`src/verilog/periph_pkg.sv`:
```
// Shared widths, access codes and GPIO map; the byte class and the full class each have 16 slots
package periph_pkg;

    // Bus and pin widths
    localparam int ADDR_W     = 11;
    localparam int DATA_W     = 32;
    localparam int BYTE_W     = 8;
    localparam int PIN_W      = 8;

    // Slot addressing
    localparam int SLOT_W     = 4;
    localparam int NUM_SLOTS  = 16;
    // Offset bits inside a 64 byte full slot and a 16 byte byte slot
    localparam int FULL_OFS_W = 6;
    localparam int BYTE_OFS_W = 4;

    // Pin function select, top bit picks the byte class
    localparam int FUNC_SEL_W = 5;

    // Transfer size code, shared by write and read requests
    typedef enum logic [1:0] {
        ACC_BYTE = 2'b00,
        ACC_HALF = 2'b01,
        ACC_WORD = 2'b10,
        ACC_NONE = 2'b11
    } acc_size_t;

    // Fixed slot of the GPIO block in the full class
    localparam int SLOT_GPIO = 1;

    // GPIO register offsets within its slot
    localparam logic [FULL_OFS_W-1:0] GPIO_OUT_OFS  = 6'h00;
    localparam logic [FULL_OFS_W-1:0] GPIO_IN_OFS   = 6'h04;
    // Eight select registers follow on word steps
    localparam logic [FULL_OFS_W-1:0] GPIO_SEL_BASE = 6'h20;

    // After reset every pin shows the GPIO output register
    localparam logic [FUNC_SEL_W-1:0] FUNC_SEL_RESET = FUNC_SEL_W'(SLOT_GPIO);

endpackage

```
`src/verilog/gpio_ctrl.sv`:
```
// GPIO registers take writes of any size; select registers keep data bits 4:0 only
module gpio_ctrl (
    input  logic                              clk,
    input  logic                              rst_n,
    input  logic [periph_pkg::FULL_OFS_W-1:0] i_addr,
    input  logic [periph_pkg::DATA_W-1:0]     i_data,
    input  periph_pkg::acc_size_t             i_write_n,
    input  logic [periph_pkg::PIN_W-1:0]      i_ui_in,
    output logic [periph_pkg::DATA_W-1:0]     o_rdata,
    output logic [periph_pkg::PIN_W-1:0]      o_gpio_out,
    output logic [periph_pkg::FUNC_SEL_W-1:0] o_func_sel [periph_pkg::PIN_W]
);

    localparam int SEL_IDX_W = $clog2(periph_pkg::PIN_W);
    // Offset bits that index the select registers
    localparam logic [periph_pkg::FULL_OFS_W-1:0] SEL_IDX_MASK =
        periph_pkg::FULL_OFS_W'((periph_pkg::PIN_W - 1) << 2);

    logic                 write_en;
    logic                 sel_hit;
    logic [SEL_IDX_W-1:0] sel_idx;

    assign write_en = (i_write_n != periph_pkg::ACC_NONE);
    assign sel_hit  = ((i_addr & ~SEL_IDX_MASK) == periph_pkg::GPIO_SEL_BASE);
    assign sel_idx  = i_addr[2 +: SEL_IDX_W];

    always_ff @(posedge clk) begin
        if (!rst_n) begin
            o_gpio_out <= '0;
        end else if (write_en && i_addr == periph_pkg::GPIO_OUT_OFS) begin
            o_gpio_out <= i_data[periph_pkg::PIN_W-1:0];
        end
    end

    always_ff @(posedge clk) begin
        if (!rst_n) begin
            for (int i = 0; i < periph_pkg::PIN_W; i++) begin
                o_func_sel[i] <= periph_pkg::FUNC_SEL_RESET;
            end
        end else if (write_en && sel_hit) begin
            o_func_sel[sel_idx] <= i_data[periph_pkg::FUNC_SEL_W-1:0];
        end
    end

    // Read-back is combinational, so the slot is always ready
    always_comb begin
        o_rdata = '0;
        if (i_addr == periph_pkg::GPIO_OUT_OFS) begin
            o_rdata = periph_pkg::DATA_W'(o_gpio_out);
        end else if (i_addr == periph_pkg::GPIO_IN_OFS) begin
            o_rdata = periph_pkg::DATA_W'(i_ui_in);
        end else if (sel_hit) begin
            o_rdata = periph_pkg::DATA_W'(o_func_sel[sel_idx]);
        end
    end

endmodule

```
`src/verilog/periph_addr_decode.sv`:
```
// Full slots other than GPIO and the word peripheral range read as zero and are always ready
module periph_addr_decode #(
    parameter int WORD_SLOT_LO  = 2,
    parameter int NUM_WORD_PERI = 2
) (
    input  logic [periph_pkg::ADDR_W-1:0]    i_addr,
    input  logic [periph_pkg::DATA_W-1:0]    i_user_rdata [periph_pkg::NUM_SLOTS],
    input  logic [periph_pkg::NUM_SLOTS-1:0] i_user_rready,
    input  logic [periph_pkg::BYTE_W-1:0]    i_byte_rdata [periph_pkg::NUM_SLOTS],
    output logic [periph_pkg::NUM_SLOTS-1:0] o_user_sel,
    output logic [periph_pkg::NUM_SLOTS-1:0] o_byte_sel,
    output logic [periph_pkg::DATA_W-1:0]    o_rdata,
    output logic                             o_rready
);

    logic                          byte_class;
    logic [periph_pkg::SLOT_W-1:0] user_slot;
    logic [periph_pkg::SLOT_W-1:0] byte_slot;

    function automatic logic full_populated(input logic [periph_pkg::SLOT_W-1:0] slot);
        int idx;
        idx = int'(slot);
        return (idx == periph_pkg::SLOT_GPIO) ||
               (idx >= WORD_SLOT_LO && idx < WORD_SLOT_LO + NUM_WORD_PERI);
    endfunction

    // Top address bit splits the map into the full and the byte class
    assign byte_class = i_addr[periph_pkg::ADDR_W-1];
    assign user_slot  = i_addr[periph_pkg::FULL_OFS_W +: periph_pkg::SLOT_W];
    assign byte_slot  = i_addr[periph_pkg::BYTE_OFS_W +: periph_pkg::SLOT_W];

    always_comb begin
        o_user_sel = '0;
        o_byte_sel = '0;
        if (byte_class) begin
            o_byte_sel[byte_slot] = 1'b1;
            // Byte peripherals answer in the same cycle
            o_rdata  = periph_pkg::DATA_W'(i_byte_rdata[byte_slot]);
            o_rready = 1'b1;
        end else begin
            o_user_sel[user_slot] = 1'b1;
            if (full_populated(user_slot)) begin
                o_rdata  = i_user_rdata[user_slot];
                o_rready = i_user_rready[user_slot];
            end else begin
                o_rdata  = '0;
                o_rready = 1'b1;
            end
        end
    end

endmodule

```
`src/verilog/periph_bus_top.sv`:
```
// Hub top; a request holds its inputs until o_data_ready, reads need i_read_complete to free the hold
module periph_bus_top #(
    parameter int WORD_SLOT_LO  = 2,
    parameter int NUM_WORD_PERI = 2
) (
    input  logic                            clk,
    input  logic                            rst_n,
    input  logic [periph_pkg::PIN_W-1:0]    i_ui_in,
    output logic [periph_pkg::PIN_W-1:0]    o_uo_out,
    input  logic [periph_pkg::ADDR_W-1:0]   i_addr,
    input  logic [periph_pkg::DATA_W-1:0]   i_data,
    input  periph_pkg::acc_size_t           i_write_n,
    input  periph_pkg::acc_size_t           i_read_n,
    output logic [periph_pkg::DATA_W-1:0]   o_data,
    output logic                            o_data_ready,
    input  logic                            i_read_complete
);

    // Byte slots 0 and 1 hold the example byte peripheral
    localparam int NUM_BYTE_PERI = 2;

    logic [periph_pkg::NUM_SLOTS-1:0]  user_sel;
    logic [periph_pkg::NUM_SLOTS-1:0]  byte_sel;
    logic [periph_pkg::DATA_W-1:0]     user_rdata [periph_pkg::NUM_SLOTS];
    logic [periph_pkg::NUM_SLOTS-1:0]  user_rready;
    logic [periph_pkg::BYTE_W-1:0]     byte_rdata [periph_pkg::NUM_SLOTS];
    logic [periph_pkg::PIN_W-1:0]      user_pins [periph_pkg::NUM_SLOTS];
    logic [periph_pkg::PIN_W-1:0]      byte_pins [periph_pkg::NUM_SLOTS];
    logic [periph_pkg::FUNC_SEL_W-1:0] func_sel [periph_pkg::PIN_W];
    logic [periph_pkg::DATA_W-1:0]     sel_rdata;
    logic                              sel_rready;
    logic                              write_active;
    periph_pkg::acc_size_t             read_n_masked;

    assign write_active = (i_write_n != periph_pkg::ACC_NONE);

    periph_addr_decode #(
        .WORD_SLOT_LO  (WORD_SLOT_LO),
        .NUM_WORD_PERI (NUM_WORD_PERI)
    ) periph_addr_decode_i (
        .i_addr        (i_addr),
        .i_user_rdata  (user_rdata),
        .i_user_rready (user_rready),
        .i_byte_rdata  (byte_rdata),
        .o_user_sel    (user_sel),
        .o_byte_sel    (byte_sel),
        .o_rdata       (sel_rdata),
        .o_rready      (sel_rready)
    );

    periph_read_return periph_read_return_i (
        .clk             (clk),
        .rst_n           (rst_n),
        .i_read_n        (i_read_n),
        .i_write_active  (write_active),
        .i_rdata         (sel_rdata),
        .i_rready        (sel_rready),
        .i_read_complete (i_read_complete),
        .o_read_n_masked (read_n_masked),
        .o_data          (o_data),
        .o_data_ready    (o_data_ready)
    );

    pin_mux pin_mux_i (
        .i_func_sel  (func_sel),
        .i_user_pins (user_pins),
        .i_byte_pins (byte_pins),
        .o_uo_out    (o_uo_out)
    );

    // Full slots, each peripheral sees ACC_NONE unless it is addressed
    for (genvar s = 0; s < periph_pkg::NUM_SLOTS; s++) begin : g_full
        if (s == periph_pkg::SLOT_GPIO) begin : g_gpio
            periph_pkg::acc_size_t slot_write_n;

            assign slot_write_n   = user_sel[s] ? i_write_n : periph_pkg::ACC_NONE;
            assign user_rready[s] = 1'b1;

            gpio_ctrl gpio_ctrl_i (
                .clk        (clk),
                .rst_n      (rst_n),
                .i_addr     (i_addr[periph_pkg::FULL_OFS_W-1:0]),
                .i_data     (i_data),
                .i_write_n  (slot_write_n),
                .i_ui_in    (i_ui_in),
                .o_rdata    (user_rdata[s]),
                .o_gpio_out (user_pins[s]),
                .o_func_sel (func_sel)
            );
        end else if (s >= WORD_SLOT_LO && s < WORD_SLOT_LO + NUM_WORD_PERI) begin : g_word
            periph_pkg::acc_size_t slot_write_n;
            periph_pkg::acc_size_t slot_read_n;

            assign slot_write_n = user_sel[s] ? i_write_n : periph_pkg::ACC_NONE;
            assign slot_read_n  = user_sel[s] ? read_n_masked : periph_pkg::ACC_NONE;

            reg_peri_word reg_peri_word_i (
                .clk       (clk),
                .rst_n     (rst_n),
                .i_addr    (i_addr[periph_pkg::FULL_OFS_W-1:0]),
                .i_data    (i_data),
                .i_write_n (slot_write_n),
                .i_read_n  (slot_read_n),
                .o_rdata   (user_rdata[s]),
                .o_rready  (user_rready[s]),
                .o_pins    (user_pins[s])
            );
        end else begin : g_empty
            assign user_rdata[s]  = '0;
            assign user_rready[s] = 1'b1;
            assign user_pins[s]   = '0;
        end
    end

    // Byte slots take a plain write strobe and the low data byte
    for (genvar s = 0; s < periph_pkg::NUM_SLOTS; s++) begin : g_byte
        if (s < NUM_BYTE_PERI) begin : g_reg
            logic slot_write;

            assign slot_write = byte_sel[s] && write_active;

            reg_peri_byte reg_peri_byte_i (
                .clk     (clk),
                .rst_n   (rst_n),
                .i_addr  (i_addr[periph_pkg::BYTE_OFS_W-1:0]),
                .i_write (slot_write),
                .i_data  (i_data[periph_pkg::BYTE_W-1:0]),
                .o_rdata (byte_rdata[s]),
                .o_pins  (byte_pins[s])
            );
        end else begin : g_empty
            assign byte_rdata[s] = '0;
            assign byte_pins[s]  = '0;
        end
    end

endmodule

```
`src/verilog/periph_read_return.sv`:
```
// Read data is held until i_read_complete; a read seen while a value is held waits for the release
module periph_read_return (
    input  logic                          clk,
    input  logic                          rst_n,
    input  periph_pkg::acc_size_t         i_read_n,
    input  logic                          i_write_active,
    input  logic [periph_pkg::DATA_W-1:0] i_rdata,
    input  logic                          i_rready,
    input  logic                          i_read_complete,
    output periph_pkg::acc_size_t         o_read_n_masked,
    output logic [periph_pkg::DATA_W-1:0] o_data,
    output logic                          o_data_ready
);

    logic                          hold;
    logic                          ready_r;
    logic                          capture;
    logic [periph_pkg::DATA_W-1:0] data_r;

    assign capture = !hold && i_rready && (i_read_n != periph_pkg::ACC_NONE);

    always_ff @(posedge clk) begin
        if (!rst_n) begin
            hold    <= 1'b0;
            ready_r <= 1'b0;
        end else begin
            if (i_read_complete) begin
                hold <= 1'b0;
            end
            if (capture) begin
                hold <= 1'b1;
            end
            ready_r <= capture;
        end
    end

    always_ff @(posedge clk) begin
        if (capture) begin
            data_r <= i_rdata;
        end
    end

    // Peripherals must not see the same read again while the core takes the data
    assign o_read_n_masked = ready_r ? periph_pkg::ACC_NONE : i_read_n;
    assign o_data          = data_r;
    assign o_data_ready    = ready_r || i_write_active;

endmodule

```
`src/verilog/pin_mux.sv`:
```
// Pure combinational routing; unpopulated slots must present zero pins to keep their outputs low
module pin_mux (
    input  logic [periph_pkg::FUNC_SEL_W-1:0] i_func_sel [periph_pkg::PIN_W],
    input  logic [periph_pkg::PIN_W-1:0]      i_user_pins [periph_pkg::NUM_SLOTS],
    input  logic [periph_pkg::PIN_W-1:0]      i_byte_pins [periph_pkg::NUM_SLOTS],
    output logic [periph_pkg::PIN_W-1:0]      o_uo_out
);

    logic [periph_pkg::SLOT_W-1:0] slot;
    logic                          byte_class;

    always_comb begin
        slot       = '0;
        byte_class = 1'b0;
        for (int i = 0; i < periph_pkg::PIN_W; i++) begin
            slot       = i_func_sel[i][periph_pkg::SLOT_W-1:0];
            byte_class = i_func_sel[i][periph_pkg::FUNC_SEL_W-1];
            // Pin i always takes bit i of the chosen slot
            if (byte_class) begin
                o_uo_out[i] = i_byte_pins[slot][i];
            end else begin
                o_uo_out[i] = i_user_pins[slot][i];
            end
        end
    end

endmodule

```
`src/verilog/reg_peri_byte.sv`:
```
// Four byte registers at offsets 0 to 3; writes elsewhere are dropped and reads there give 0
module reg_peri_byte (
    input  logic                              clk,
    input  logic                              rst_n,
    input  logic [periph_pkg::BYTE_OFS_W-1:0] i_addr,
    input  logic                              i_write,
    input  logic [periph_pkg::BYTE_W-1:0]     i_data,
    output logic [periph_pkg::BYTE_W-1:0]     o_rdata,
    output logic [periph_pkg::PIN_W-1:0]      o_pins
);

    logic [periph_pkg::BYTE_W-1:0] regs [4];
    logic                          in_range;

    assign in_range = (i_addr < 4);

    always_ff @(posedge clk) begin
        if (!rst_n) begin
            for (int i = 0; i < 4; i++) begin
                regs[i] <= '0;
            end
        end else if (i_write && in_range) begin
            regs[i_addr[1:0]] <= i_data;
        end
    end

    assign o_rdata = in_range ? regs[i_addr[1:0]] : '0;
    assign o_pins  = periph_pkg::PIN_W'(regs[0]);

endmodule

```
`src/verilog/reg_peri_word.sv`:
```
// Offset bits 5:4 are not decoded, so the four registers repeat across the 64 byte slot
module reg_peri_word (
    input  logic                              clk,
    input  logic                              rst_n,
    input  logic [periph_pkg::FULL_OFS_W-1:0] i_addr,
    input  logic [periph_pkg::DATA_W-1:0]     i_data,
    input  periph_pkg::acc_size_t             i_write_n,
    input  periph_pkg::acc_size_t             i_read_n,
    output logic [periph_pkg::DATA_W-1:0]     o_rdata,
    output logic                              o_rready,
    output logic [periph_pkg::PIN_W-1:0]      o_pins
);

    logic [periph_pkg::DATA_W-1:0] regs [4];
    logic [1:0]                    idx;

    assign idx = i_addr[3:2];

    always_ff @(posedge clk) begin
        if (!rst_n) begin
            for (int i = 0; i < 4; i++) begin
                regs[i] <= '0;
            end
        end else begin
            // Narrow writes leave the upper bits untouched
            case (i_write_n)
                periph_pkg::ACC_BYTE: regs[idx][7:0]  <= i_data[7:0];
                periph_pkg::ACC_HALF: regs[idx][15:0] <= i_data[15:0];
                periph_pkg::ACC_WORD: regs[idx]       <= i_data;
                default: ;
            endcase
        end
    end

    // Ready one cycle after the read, the address is still held by the core
    always_ff @(posedge clk) begin
        if (!rst_n) begin
            o_rready <= 1'b0;
        end else begin
            o_rready <= (i_read_n != periph_pkg::ACC_NONE);
        end
    end

    assign o_rdata = regs[idx];
    assign o_pins  = regs[0][periph_pkg::PIN_W-1:0];

endmodule
```
`config.mk`:
```
export PLATFORM = sky130hd
export DESIGN_NAME = periph_bus_top
export DESIGN_NICKNAME = d
export VERILOG_FILES = /design/src/verilog/periph_pkg.sv /design/src/verilog/gpio_ctrl.sv /design/src/verilog/periph_addr_decode.sv /design/src/verilog/periph_bus_top.sv /design/src/verilog/periph_read_return.sv /design/src/verilog/pin_mux.sv /design/src/verilog/reg_peri_byte.sv /design/src/verilog/reg_peri_word.sv
export SDC_FILE = /design/constraint.sdc
export NUM_CORES = 1
export LEC_CHECK = 0
export CAP_MARGIN = 40
export CORE_MARGIN = 2
export CORE_UTILIZATION = 60
export DETAILED_ROUTE_END_ITERATION = 7
export DONT_BUFFER_PORTS = 1
export HOLD_SLACK_MARGIN = 0.06
export PLACE_DENSITY = 0.76
export SLEW_MARGIN = 40
export SYNTH_ARGS = -nofsm -noshare
export SYNTH_HDL_FRONTEND = slang
export SYNTH_SLANG_ARGS = --single-unit
```
`constraint.sdc`:
```
create_clock -name clk -period 4.4 [get_ports clk]
set_input_delay 0.66 -clock clk [delete_from_list [all_inputs] [get_ports clk]]
set_output_delay 0.66 -clock clk [all_outputs]
set_load 0.01 [all_outputs]
```
# [Word level (Yosys, flattened, before mapping)]
# Memories as Yosys holds them, arrays and structs flattened.
# Cells that the tools add are included.
[word_totals] regBits=84 ram_bits=320 output_inout_bits=41 wordCells=228 memories=4
[mem_list] memory="g_full[2].g_word.reg_peri_word_i.regs" words=4 width=32 read_ports=2 rd_clocked_by_memory_dff=0 write_ports=4 line_no="reg_peri_word.sv:14" text="logic [periph_pkg::DATA_W-1:0] regs [4];"
[mem_list] memory="g_full[3].g_word.reg_peri_word_i.regs" words=4 width=32 read_ports=2 rd_clocked_by_memory_dff=0 write_ports=4 line_no="reg_peri_word.sv:14"
[mem_list] memory="g_byte[0].g_reg.reg_peri_byte_i.regs" words=4 width=8 read_ports=2 rd_clocked_by_memory_dff=0 write_ports=4 line_no="reg_peri_byte.sv:12" text="logic [periph_pkg::BYTE_W-1:0] regs [4];"
[mem_list] memory="g_byte[1].g_reg.reg_peri_byte_i.regs" words=4 width=8 read_ports=2 rd_clocked_by_memory_dff=0 write_ports=4 line_no="reg_peri_byte.sv:12"
[op_classes] order_cmp=19 eq_ne=12 mux=136 bitwise=18 reduce_logical=24
[ops] op="binary-select mux 8 bit (select 4 bit)" count=17
[ops] op="2-to-1 mux 32 bit" count=6
[ops] op="2-to-1 mux 8 bit" count=18
[ops] op="binary-select mux 32 bit (select 4 bit)" count=1
[ops] op="OR reduction 32 bit" count=2
[ops] op="greater-or-equal comparator 5 bit, second input constant" count=10
[ops] op="NOT 4 -> 5 bit" count=10
[ops] op="2-to-1 mux 1 bit" count=46
[ops] op="bitwise mux 40 bit" count=1
[ops] op="2-to-1 mux 5 bit" count=8
[ops] op="2-to-1 mux 2 bit" count=15
[ops] op="2-to-1 mux 7 bit" count=4
[ops] op="2-to-1 mux 6 bit" count=4
[ops] op="2-to-1 mux 4 bit" count=5
[ops] op="2-to-1 mux 3 bit" count=6
[ops] op="OR reduction 8 bit" count=2
[ops] op="binary-select mux 5 bit (select 3 bit)" count=1
[ops] op="demux 5 bit (select 3 bit)" count=1
[ops] op="logical AND 1 bit" count=12
[ops] op="< comparator 4 x 5 -> 1 bit, second input constant" count=2
[ops] op="!= test 2 bit, second input constant" count=5
[ops] op="demux 1 bit (select 4 bit)" count=2
[ops] op="greater-or-equal comparator 4 x 1 -> 1 bit, second input constant" count=2
[ops] op="< comparator 4 x 3 -> 1 bit, second input constant" count=2
[ops] op="other kinds (18)" count=27

# [Logic depth before layout (Yosys ltp)]
# Gate-level depths: netlist (run 1).
[logic_depth] word_depth=14 mapped_depth=8 ltp_nobuf=5

# [By module]
# From an unflattened synthesis (run 1), not the netlist that was laid out.
[unflattened] cells_unflattened=2017 hier_area_um2=23587.6
[by_module_without_submodules] mod="reg_peri_word (g_full[2].g_word.reg_peri_word_i)" instances=1 cells_per_inst=389 area_per_inst_um2=5824.3 seq_area_each_um2=3863.7
[by_module_without_submodules] mod="reg_peri_word (g_full[3].g_word.reg_peri_word_i)" instances=1 cells_per_inst=389 area_per_inst_um2=5795.6 seq_area_each_um2=3863.7
[by_module_without_submodules] mod="reg_peri_byte" instances=2 cells_per_inst=119 area_per_inst_um2=1612.8 seq_area_each_um2=960.9
[by_module_without_submodules] mod="gpio_ctrl" instances=1 cells_per_inst=331 area_per_inst_um2=2821.5 seq_area_each_um2=960.9
[by_module_without_submodules] mod="pin_mux" instances=1 cells_per_inst=325 area_per_inst_um2=2532.4 seq_area_each_um2=0.0
[by_module_without_submodules] mod="periph_addr_decode" instances=1 cells_per_inst=288 area_per_inst_um2=2243.4 seq_area_each_um2=0.0
[by_module_without_submodules] mod="periph_read_return" instances=1 cells_per_inst=42 area_per_inst_um2=1056.0 seq_area_each_um2=1001.0
[by_module_without_submodules] mod="periph_bus_top" instances=1 cells_per_inst=15 area_per_inst_um2=88.8 seq_area_each_um2=0.0

# [Worst setup path after synthesis (run 1)]
# OpenSTA, ideal clock, no wires.
[synth_timing] path_kind="in2reg" start="in i_addr[6] (netlist bit)" end="reg periph_read_return_i.data_r (netlist bit periph_read_return_i.o_data[0]) (enable)" setup_time_ps=474 arrival_time_ps=3581 required_time_ps=3926 slack_ps=344 cell_stages=3 n_path_buf=1 cell_sequence="clkbuf_1 -> a211oi_1 -> a211oi_1"
[synth_via] elab_chain_len=7 word_cells_on_any_way=11
[synth_rtl] element="start: declaration" line_no="periph_bus_top.sv:10" text="input logic [periph_pkg::ADDR_W-1:0] i_addr,"
[synth_rtl] element="greater-or-equal comparator 4 x 2 -> 1 bit / < comparator 4 x 3 -> 1 bit (equally long branches)" line_no="periph_addr_decode.sv:24" text="(idx >= WORD_SLOT_LO && idx < WORD_SLOT_LO + NUM_WORD_PERI);"
[synth_rtl] element="logical AND 1 bit" line_no="periph_addr_decode.sv:24"
[synth_rtl] element="logical OR 1 bit" line_no="periph_addr_decode.sv:23" text="return (idx == periph_pkg::SLOT_GPIO) ||"
[synth_rtl] element="2-to-1 mux 1 bit *" line_no="periph_addr_decode.sv:42" text="if (full_populated(user_slot)) begin"
[synth_rtl] element="2-to-1 mux 1 bit *" line_no="periph_addr_decode.sv:35" text="if (byte_class) begin"
[synth_rtl] element="logical AND 1 bit * (2 in series)" line_no="periph_read_return.sv:20" text="assign capture = !hold && i_rready && (i_read_n != periph_pkg::ACC_NONE);"
[synth_rtl] element="named net periph_read_return_i.capture" line_no="periph_read_return.sv:17" text="logic capture;"
[synth_rtl] element="end signal: assignment" line_no="periph_read_return.sv:39" text="data_r <= i_rdata;"
[synth_rtl] element="end: declaration" line_no="periph_read_return.sv:18" text="logic [periph_pkg::DATA_W-1:0] data_r;"
# Mark *: on every way through the listed nets, which the timed path passes. The rest lies on a longest branch. The select of a mux whose other input is x is not followed.
# A chain may end at the register's enable or synchronous reset.

==> results_dict.tcl, run 1 <==
set metrics [dict create \
    skew_ns 0.0223 \
    clkTransAtPathRegs_ns 0.06 \
    area_growth_pct 9.44 \
    p_per_area_nw_per_um2 408 \
    avgSynthCellArea_um2 13.9 \
    critical_path.cell_chain "nor2_1, nand2_1, a21oi_1, nand2_1, o21ai_1" \
    rsz0062_at_grt "false" \
    cts_resized 0 \
    post_drt_wl_per_cell_um 25.5 \
    die_w_um 181 \
    setup_viol 0 \
    startpoint "i_addr[2]" \
    drc 0 \
    synth.area.top_cells "edfxtp_1 56%, mux4_2 9.5%, and2_1 9.2%" \
    syn_nets 1400 \
    start_util 0.610 \
    ys_seq_area_frac 0.620 \
    finalPower_mw 8.35 \
    cp-end-kind "flip-flop" \
    worst_pin_slew_ns 0.798 \
    clock_latency_ns 0.53 \
    hold_violations 0 \
    status "complete, no violations" \
    num_io_pins 99 \
    root_buffer "clkbuf_16" \
    period_minus_slack_ns 2.51 \
    yosysMostFrequentCell "edfxtp_1" \
    final.setup.tns_ns 0 \
    fin_area_um2 20500 \
    grtUsageTotal 0.276 \
    fin_nets 1383 \
    fillers 2115 \
    hold_class "input pin to flip-flop" \
    drtIter0Drc 1257 \
    slew_headroom 0.465 \
    io_buffer_count 0 \
    drive_above_1_share 0.151 \
    crit_family "simple AND/OR/NAND/NOR gates" \
    ys_async_sr_fraction 0 \
    worst-path-max-fanout 104 \
    grt_pass1_wl_um 67900 \
    ys.flop_type "edfxtp_1" \
    yosysWarnings 0 \
    drtAntennaViolNets 0 \
    synth_edf_count 352 \
    overflow 0 \
    path_buf_inv 0 \
    vias_per_cell 6.36 \
    reg2reg_to "periph_read_return_i.o_data[18]$_SDFFCE_PP0P_" \
    cp_data_arrival_time_ns 2.67 \
    syn_area_um2 18700 \
    antennaDiodeCount 0 \
    maxCapViolCount 0 \
    synth.largest_area_cell "edfxtp_1" \
    drv_slew 0 \
    cpMostUsedCell "nand2_1" \
    post_dp_cell_area_um2 19100 \
    htreeDepth 2 \
    crit_path_end "g_byte[0].g_reg.reg_peri_byte_i.regs[1][3]$_SDFFCE_PN0P_" \
    r2r_slack_ns 2.39 \
    die_h_um 181 \
    dpl.hpwl_um 28700 \
    synth_top_cell_area_share 0.565 \
    synth.distinct_cells 49 \
    synth_seq_cells 404 \
    grt_pass1_vias 11082 \
    gp_congestion 0.987 \
    cts_tree "yes" \
    cts_buffers 42 \
    p_leak_nw 7.23 \
    synthCells 1342 \
    fmax_mhz 399 \
    core_um2 30700 \
    period_share 0.569 \
    num_rows 64 \
    grt_max_degree 105 \
    cts_buffer_depth 3 \
    crit-reg2reg-launch "g_full[2].g_word.reg_peri_word_i.o_rready$_SDFF_PN0_" \
    slowest_stage "o21ai_1" \
    max_stage_delay_ns 0.65 \
    synth_commonest_cells "352 x edfxtp_1, 274 x and2_1, 83 x mux2i_1" \
    clkSinkCount 404 \
    vias 11129 \
    ff_latch_area_um2 11600 \
    cts_setup_buffers 0 \
    worstPathRequired_ns 4.57 \
    routed_wl_um 44600 \
    vdd.ir_drop.worst_v 0.000237 \
    cp-start-kind "input pin" \
    crit_type "input pin to flip-flop" \
    drt-pass1-iter-count 5 \
    multiInputGateArea_um2 6760 \
    die_area_um2 32600 \
    rr_worst_depth 4 \
    antenna_found_initial 1 \
    hold_buffers 0 \
    crit_cells 5 \
]
[final cells by class]
cell class,count,area share
clock buffers,57,0.0566
clock inverters,17,0.00989
inverters,13,0.00238
multi-input cells,836,0.330
flip-flops and latches,404,0.567
well taps,396,0.0242
repair buffers,28,0.0103
[routing by layer]
layer  routed length, µm  GRT usage  part of all wire
met2               21000      0.433              0.47
met4                1230     0.0774             0.027
met3                4090     0.0645             0.092
met1               18300      0.393              0.41
met5                  13          0           0.00029
[placed cells by master, fill, tap and decap left out, types with 18 or more instances in the layout]
cell type    n
a21oi_1     18
and2_1     274
and3_1      49
buf_4       28
clkbuf_16   43
dfxtp_1     52
edfxtp_1   352
mux2i_1     83
mux4_2      79
nand2_1     40
nor2_1      54
nor2b_1     59
o21ai_0     32
[cells by family (layout without fill, tap and decap cells)]
family,Yosys count,count (layout),synth area share
simple gates,549,549,0.173
flops,404,404,0.620
mux,172,172,0.145
compound gates,114,114,0.0375
buf+inv,102,115,0.0229
xor+xnor,1,1,0.000468
[power breakdown]
part	total (mW)	leakage [nW]	internal, mW	switching, mW
combinational	0.388	2.78	0.188	0.199
clock	3.52	0.662	2.13	1.40
sequential	4.44	3.79	4.35	0.0914
total	8.35	7.23	6.66	1.69
[worst min path at each step]
stage | from | to | cells past startpoint
finish | rst_n | g_full[1].g_gpio.gpio_ctrl_i.o_func_sel[15]$_SDFFE_PN1P_ | 1
detailed placement | g_full[1].g_gpio.gpio_ctrl_i.o_func_sel[23]$_SDFFE_PN0P_ | g_full[1].g_gpio.gpio_ctrl_i.o_func_sel[23]$_SDFFE_PN0P_ | 2
global placement | g_full[1].g_gpio.gpio_ctrl_i.o_func_sel[3]$_SDFFE_PN0P_ | g_full[1].g_gpio.gpio_ctrl_i.o_func_sel[3]$_SDFFE_PN0P_ | 2
global route | rst_n | g_full[1].g_gpio.gpio_ctrl_i.o_func_sel[15]$_SDFFE_PN1P_ | 1
floorplan | g_full[1].g_gpio.gpio_ctrl_i.o_func_sel[28]$_SDFFE_PN0P_ | g_full[1].g_gpio.gpio_ctrl_i.o_func_sel[28]$_SDFFE_PN0P_ | 2
CTS | rst_n | g_full[1].g_gpio.gpio_ctrl_i.o_func_sel[30]$_SDFFE_PN1P_ | 1
[per-stage QoR]
stage	util	setup WS (ns)	hold slack (ns)	cells
after global placement	0.623	1.30	0.518	1677
after floorplan	-	0.344	0.499	1342
after detailed placement	0.624	1.42	0.537	1677
after global routing	0.668	1.71	0.210	1751
after CTS	0.668	1.98	0.200	1751
final	0.668	1.89	0.237	1751
[sequential cells by signal, indices dropped and copies added, names as in the netlist]
signal and count:
periph_read_return_i.hold 1, g_full.g_gpio.gpio_ctrl_i.o_func_sel 40, periph_read_return_i.o_data 32, g_full.g_gpio.gpio_ctrl_i.o_gpio_out 8
g_full.g_word.reg_peri_word_i.regs 256, g_full.g_word.reg_peri_word_i.o_rready 2, g_byte.g_reg.reg_peri_byte_i.regs 64, periph_read_return_i.ready_r 1
Note: power is estimated with default switching activity, not from simulation.
==> inputs of run 2 (changes only) <==
Clock period 4.4 ns to 2.45 ns, I/O delays scaled along.
==> run 2 against run 1 <==
Effect of this change:
- register-to-register slack got worse by 1.8 ns
- wire length rose by 5.3%
- clock power rose by 90%
- global-route usage rose by 1.6 points
- critical path depth fell by 1
- hold slack got worse by 0.16 ns
- sequential power rose by 80%
==> results_dict.tcl, run 2 (synthesis gave the netlist of run 1 again) <==
set metrics [dict create \
    dp_cells 1709 \
    worst-path-max-fanout 2 \
    cts_buffer_depth 3 \
    startpoint "g_full[2].g_word.reg_peri_word_i.regs[0][5]$_SDFFCE_PN0P_" \
    vias_per_cell 6.34 \
    die_area_um2 32600 \
    root_buffer "clkbuf_16" \
    drive_above_1_share 0.172 \
    slowest_stage "nor3_1" \
    p_leak_nw 7.64 \
    rr_worst_depth 4 \
    largest-register "g_full.g_word.reg_peri_word_i.regs" \
    start_util 0.610 \
    clkSinkCount 404 \
    fin_ws_ns 0.155 \
    overflow 0 \
    clkTransAtPathRegs_ns 0.07 \
    r2r_slack_ns 0.56 \
    skew_ns 0.0284 \
    worstPathRequired_ns 2.08 \
    htreeDepth 2 \
    routed_wl_um 46900 \
    reg2reg_to "periph_read_return_i.o_data[18]$_SDFFCE_PP0P_" \
    final_common_cell "edfxtp_1" \
    antenna_found_initial 4 \
    cp_data_arrival_time_ns 1.93 \
    vdd.ir_drop.worst_v 0.000561 \
    fillers 2053 \
    utilization 0.694 \
    max_stage_delay_ns 0.51 \
    core_um2 30700 \
    die_w_um 181 \
    critical_path.cell_chain "a21oi_1, o21ai_0, nand3_1, nor3_1" \
    num_io_pins 99 \
    io_buffer_count 0 \
    ff_latch_area_um2 11600 \
    multiInputGateArea_um2 6740 \
    dpl.hpwl_um 29600 \
    min_from "i_read_n[0]" \
    drtAntennaViolNets 0 \
    fin_cells 1828 \
    maxCapViolCount 0 \
    die_h_um 181 \
    cts_tree "yes" \
    cp-start-kind "flip-flop" \
    num_rows 64 \
    slew_headroom 0.429 \
    status "complete, no violations" \
    post_drt_wl_per_cell_um 25.7 \
    crit_path_end "o_uo_out[5]" \
    crit_cells 4 \
    cts_setup_buffers 0 \
    grtUsageTotal 0.292 \
    fmax_mhz 436 \
    post-place-ws_ns 0.0779 \
    rsz0062_at_grt "false" \
    gp_congestion 0.957 \
    period_minus_slack_ns 2.30 \
    fin_nets 1453 \
    worst_pin_slew_ns 0.853 \
    drtIter0Drc 1513 \
    post_dp_cell_area_um2 19400 \
    crit_family "simple AND/OR/NAND/NOR gates" \
    crit-reg2reg-launch "g_full[2].g_word.reg_peri_word_i.o_rready$_SDFF_PN0_" \
    clock_latency_ns 0.55 \
    vias 11598 \
    reg.largest.list "g_full.g_word.reg_peri_word_i.regs: 256 flops, g_byte.g_reg.reg_peri_byte_i.regs: 64 flops, g_full.g_gpio.gpio_ctrl_i.o_func_sel: 40 flops" \
    grt_pass1_wl_um 71800 \
    setup_viol 0 \
    grt_max_degree 105 \
    cp-end-kind "output port" \
    period_share 0.937 \
    largest_reg_flops 256 \
    cts_buffers 42 \
    drt-pass1-iter-count 6 \
    hold_violations 0 \
    finalPower_mw 15.6 \
    hold_class "input pin to flip-flop" \
    drc 0 \
    crit_type "flip-flop to output port" \
    layout_common_cells "352 x edfxtp_1, 274 x and2_1, 83 x mux2i_1" \
    p_per_area_nw_per_um2 731 \
    grt_pass1_vias 11708 \
    area_growth_pct 13.6 \
    drv_slew 0 \
    fin_area_um2 21300 \
    path_buf_inv 0 \
]
[run 2: cell count changes in the layout (fill, tap and decap cells not counted), sizes merged]
cell / change
bufinv: +2
clkinv: -2
inv: +1
diode: +5
clkbuf: +1
buf: +39
dlygate4sd3: +31
[run 2: routing by layer]
metal  routed length (µm)  up-vias  track usage
met4                 1800        0        0.114
met1                19000     5784        0.423
met5                    0        -            0
met2                21700      601        0.448
met3                 4470      133       0.0513
li1                     -     5080            -
[run 2: repair_timing]
| item | 4_1_cts | 5_1_grt |
|---|---|---|
| hold buffers | 38 | 0 |
| gates resized for setup | 0 | 0 |
| endpoints found under the hold margin | 369 | 0 |
| setup endpoints to repair | 0 | 0 |
[run 2: final cells by class]
| cell class | instances | share of cell area |
|---|---|---|
| repair buffers | 98 | 0.0435 |
| inverters | 13 | 0.00229 |
| diodes | 5 | 0.000588 |
| flip-flops and latches | 404 | 0.546 |
| well taps | 396 | 0.0233 |
| clock inverters | 18 | 0.0125 |
| clock buffers | 58 | 0.0551 |
| multi-input cells | 836 | 0.317 |
[run 2: through the flow]
| stage | setup TNS (ns) | hold WS (ns) |
|---|---|---|
| 5_1_grt | 0 | 0.0840 |
| 4_1_cts | 0 | 0.0649 |
| 6_report | 0 | 0.0801 |
| 3_3_place_gp | 0 | 0.460 |
| 2_1_floorplan | -18.91 | 0.499 |
| 3_5_place_dp | 0 | 0.464 |
[run 2: worst min-delay path by stage]
stage	depth (start not counted)	endpoint
floorplan	2	g_full[1].g_gpio.gpio_ctrl_i.o_func_sel[28]$_SDFFE_PN0P_
global placement	1	g_full[1].g_gpio.gpio_ctrl_i.o_func_sel[25]$_SDFFE_PN1P_
detailed placement	1	g_full[1].g_gpio.gpio_ctrl_i.o_func_sel[15]$_SDFFE_PN1P_
CTS	1	g_full[2].g_word.reg_peri_word_i.regs[2][7]$_SDFFCE_PN0P_
global route	1	g_full[2].g_word.reg_peri_word_i.regs[2][7]$_SDFFCE_PN0P_
finish	2	g_full[2].g_word.reg_peri_word_i.o_rready$_SDFF_PN0_
[run 2: power breakdown]
group | internal, mW | switching [mW]
registers | 7.80 | 0.164
logic | 0.418 | 0.486
clock network | 4.08 | 2.60
total | 12.3 | 3.25
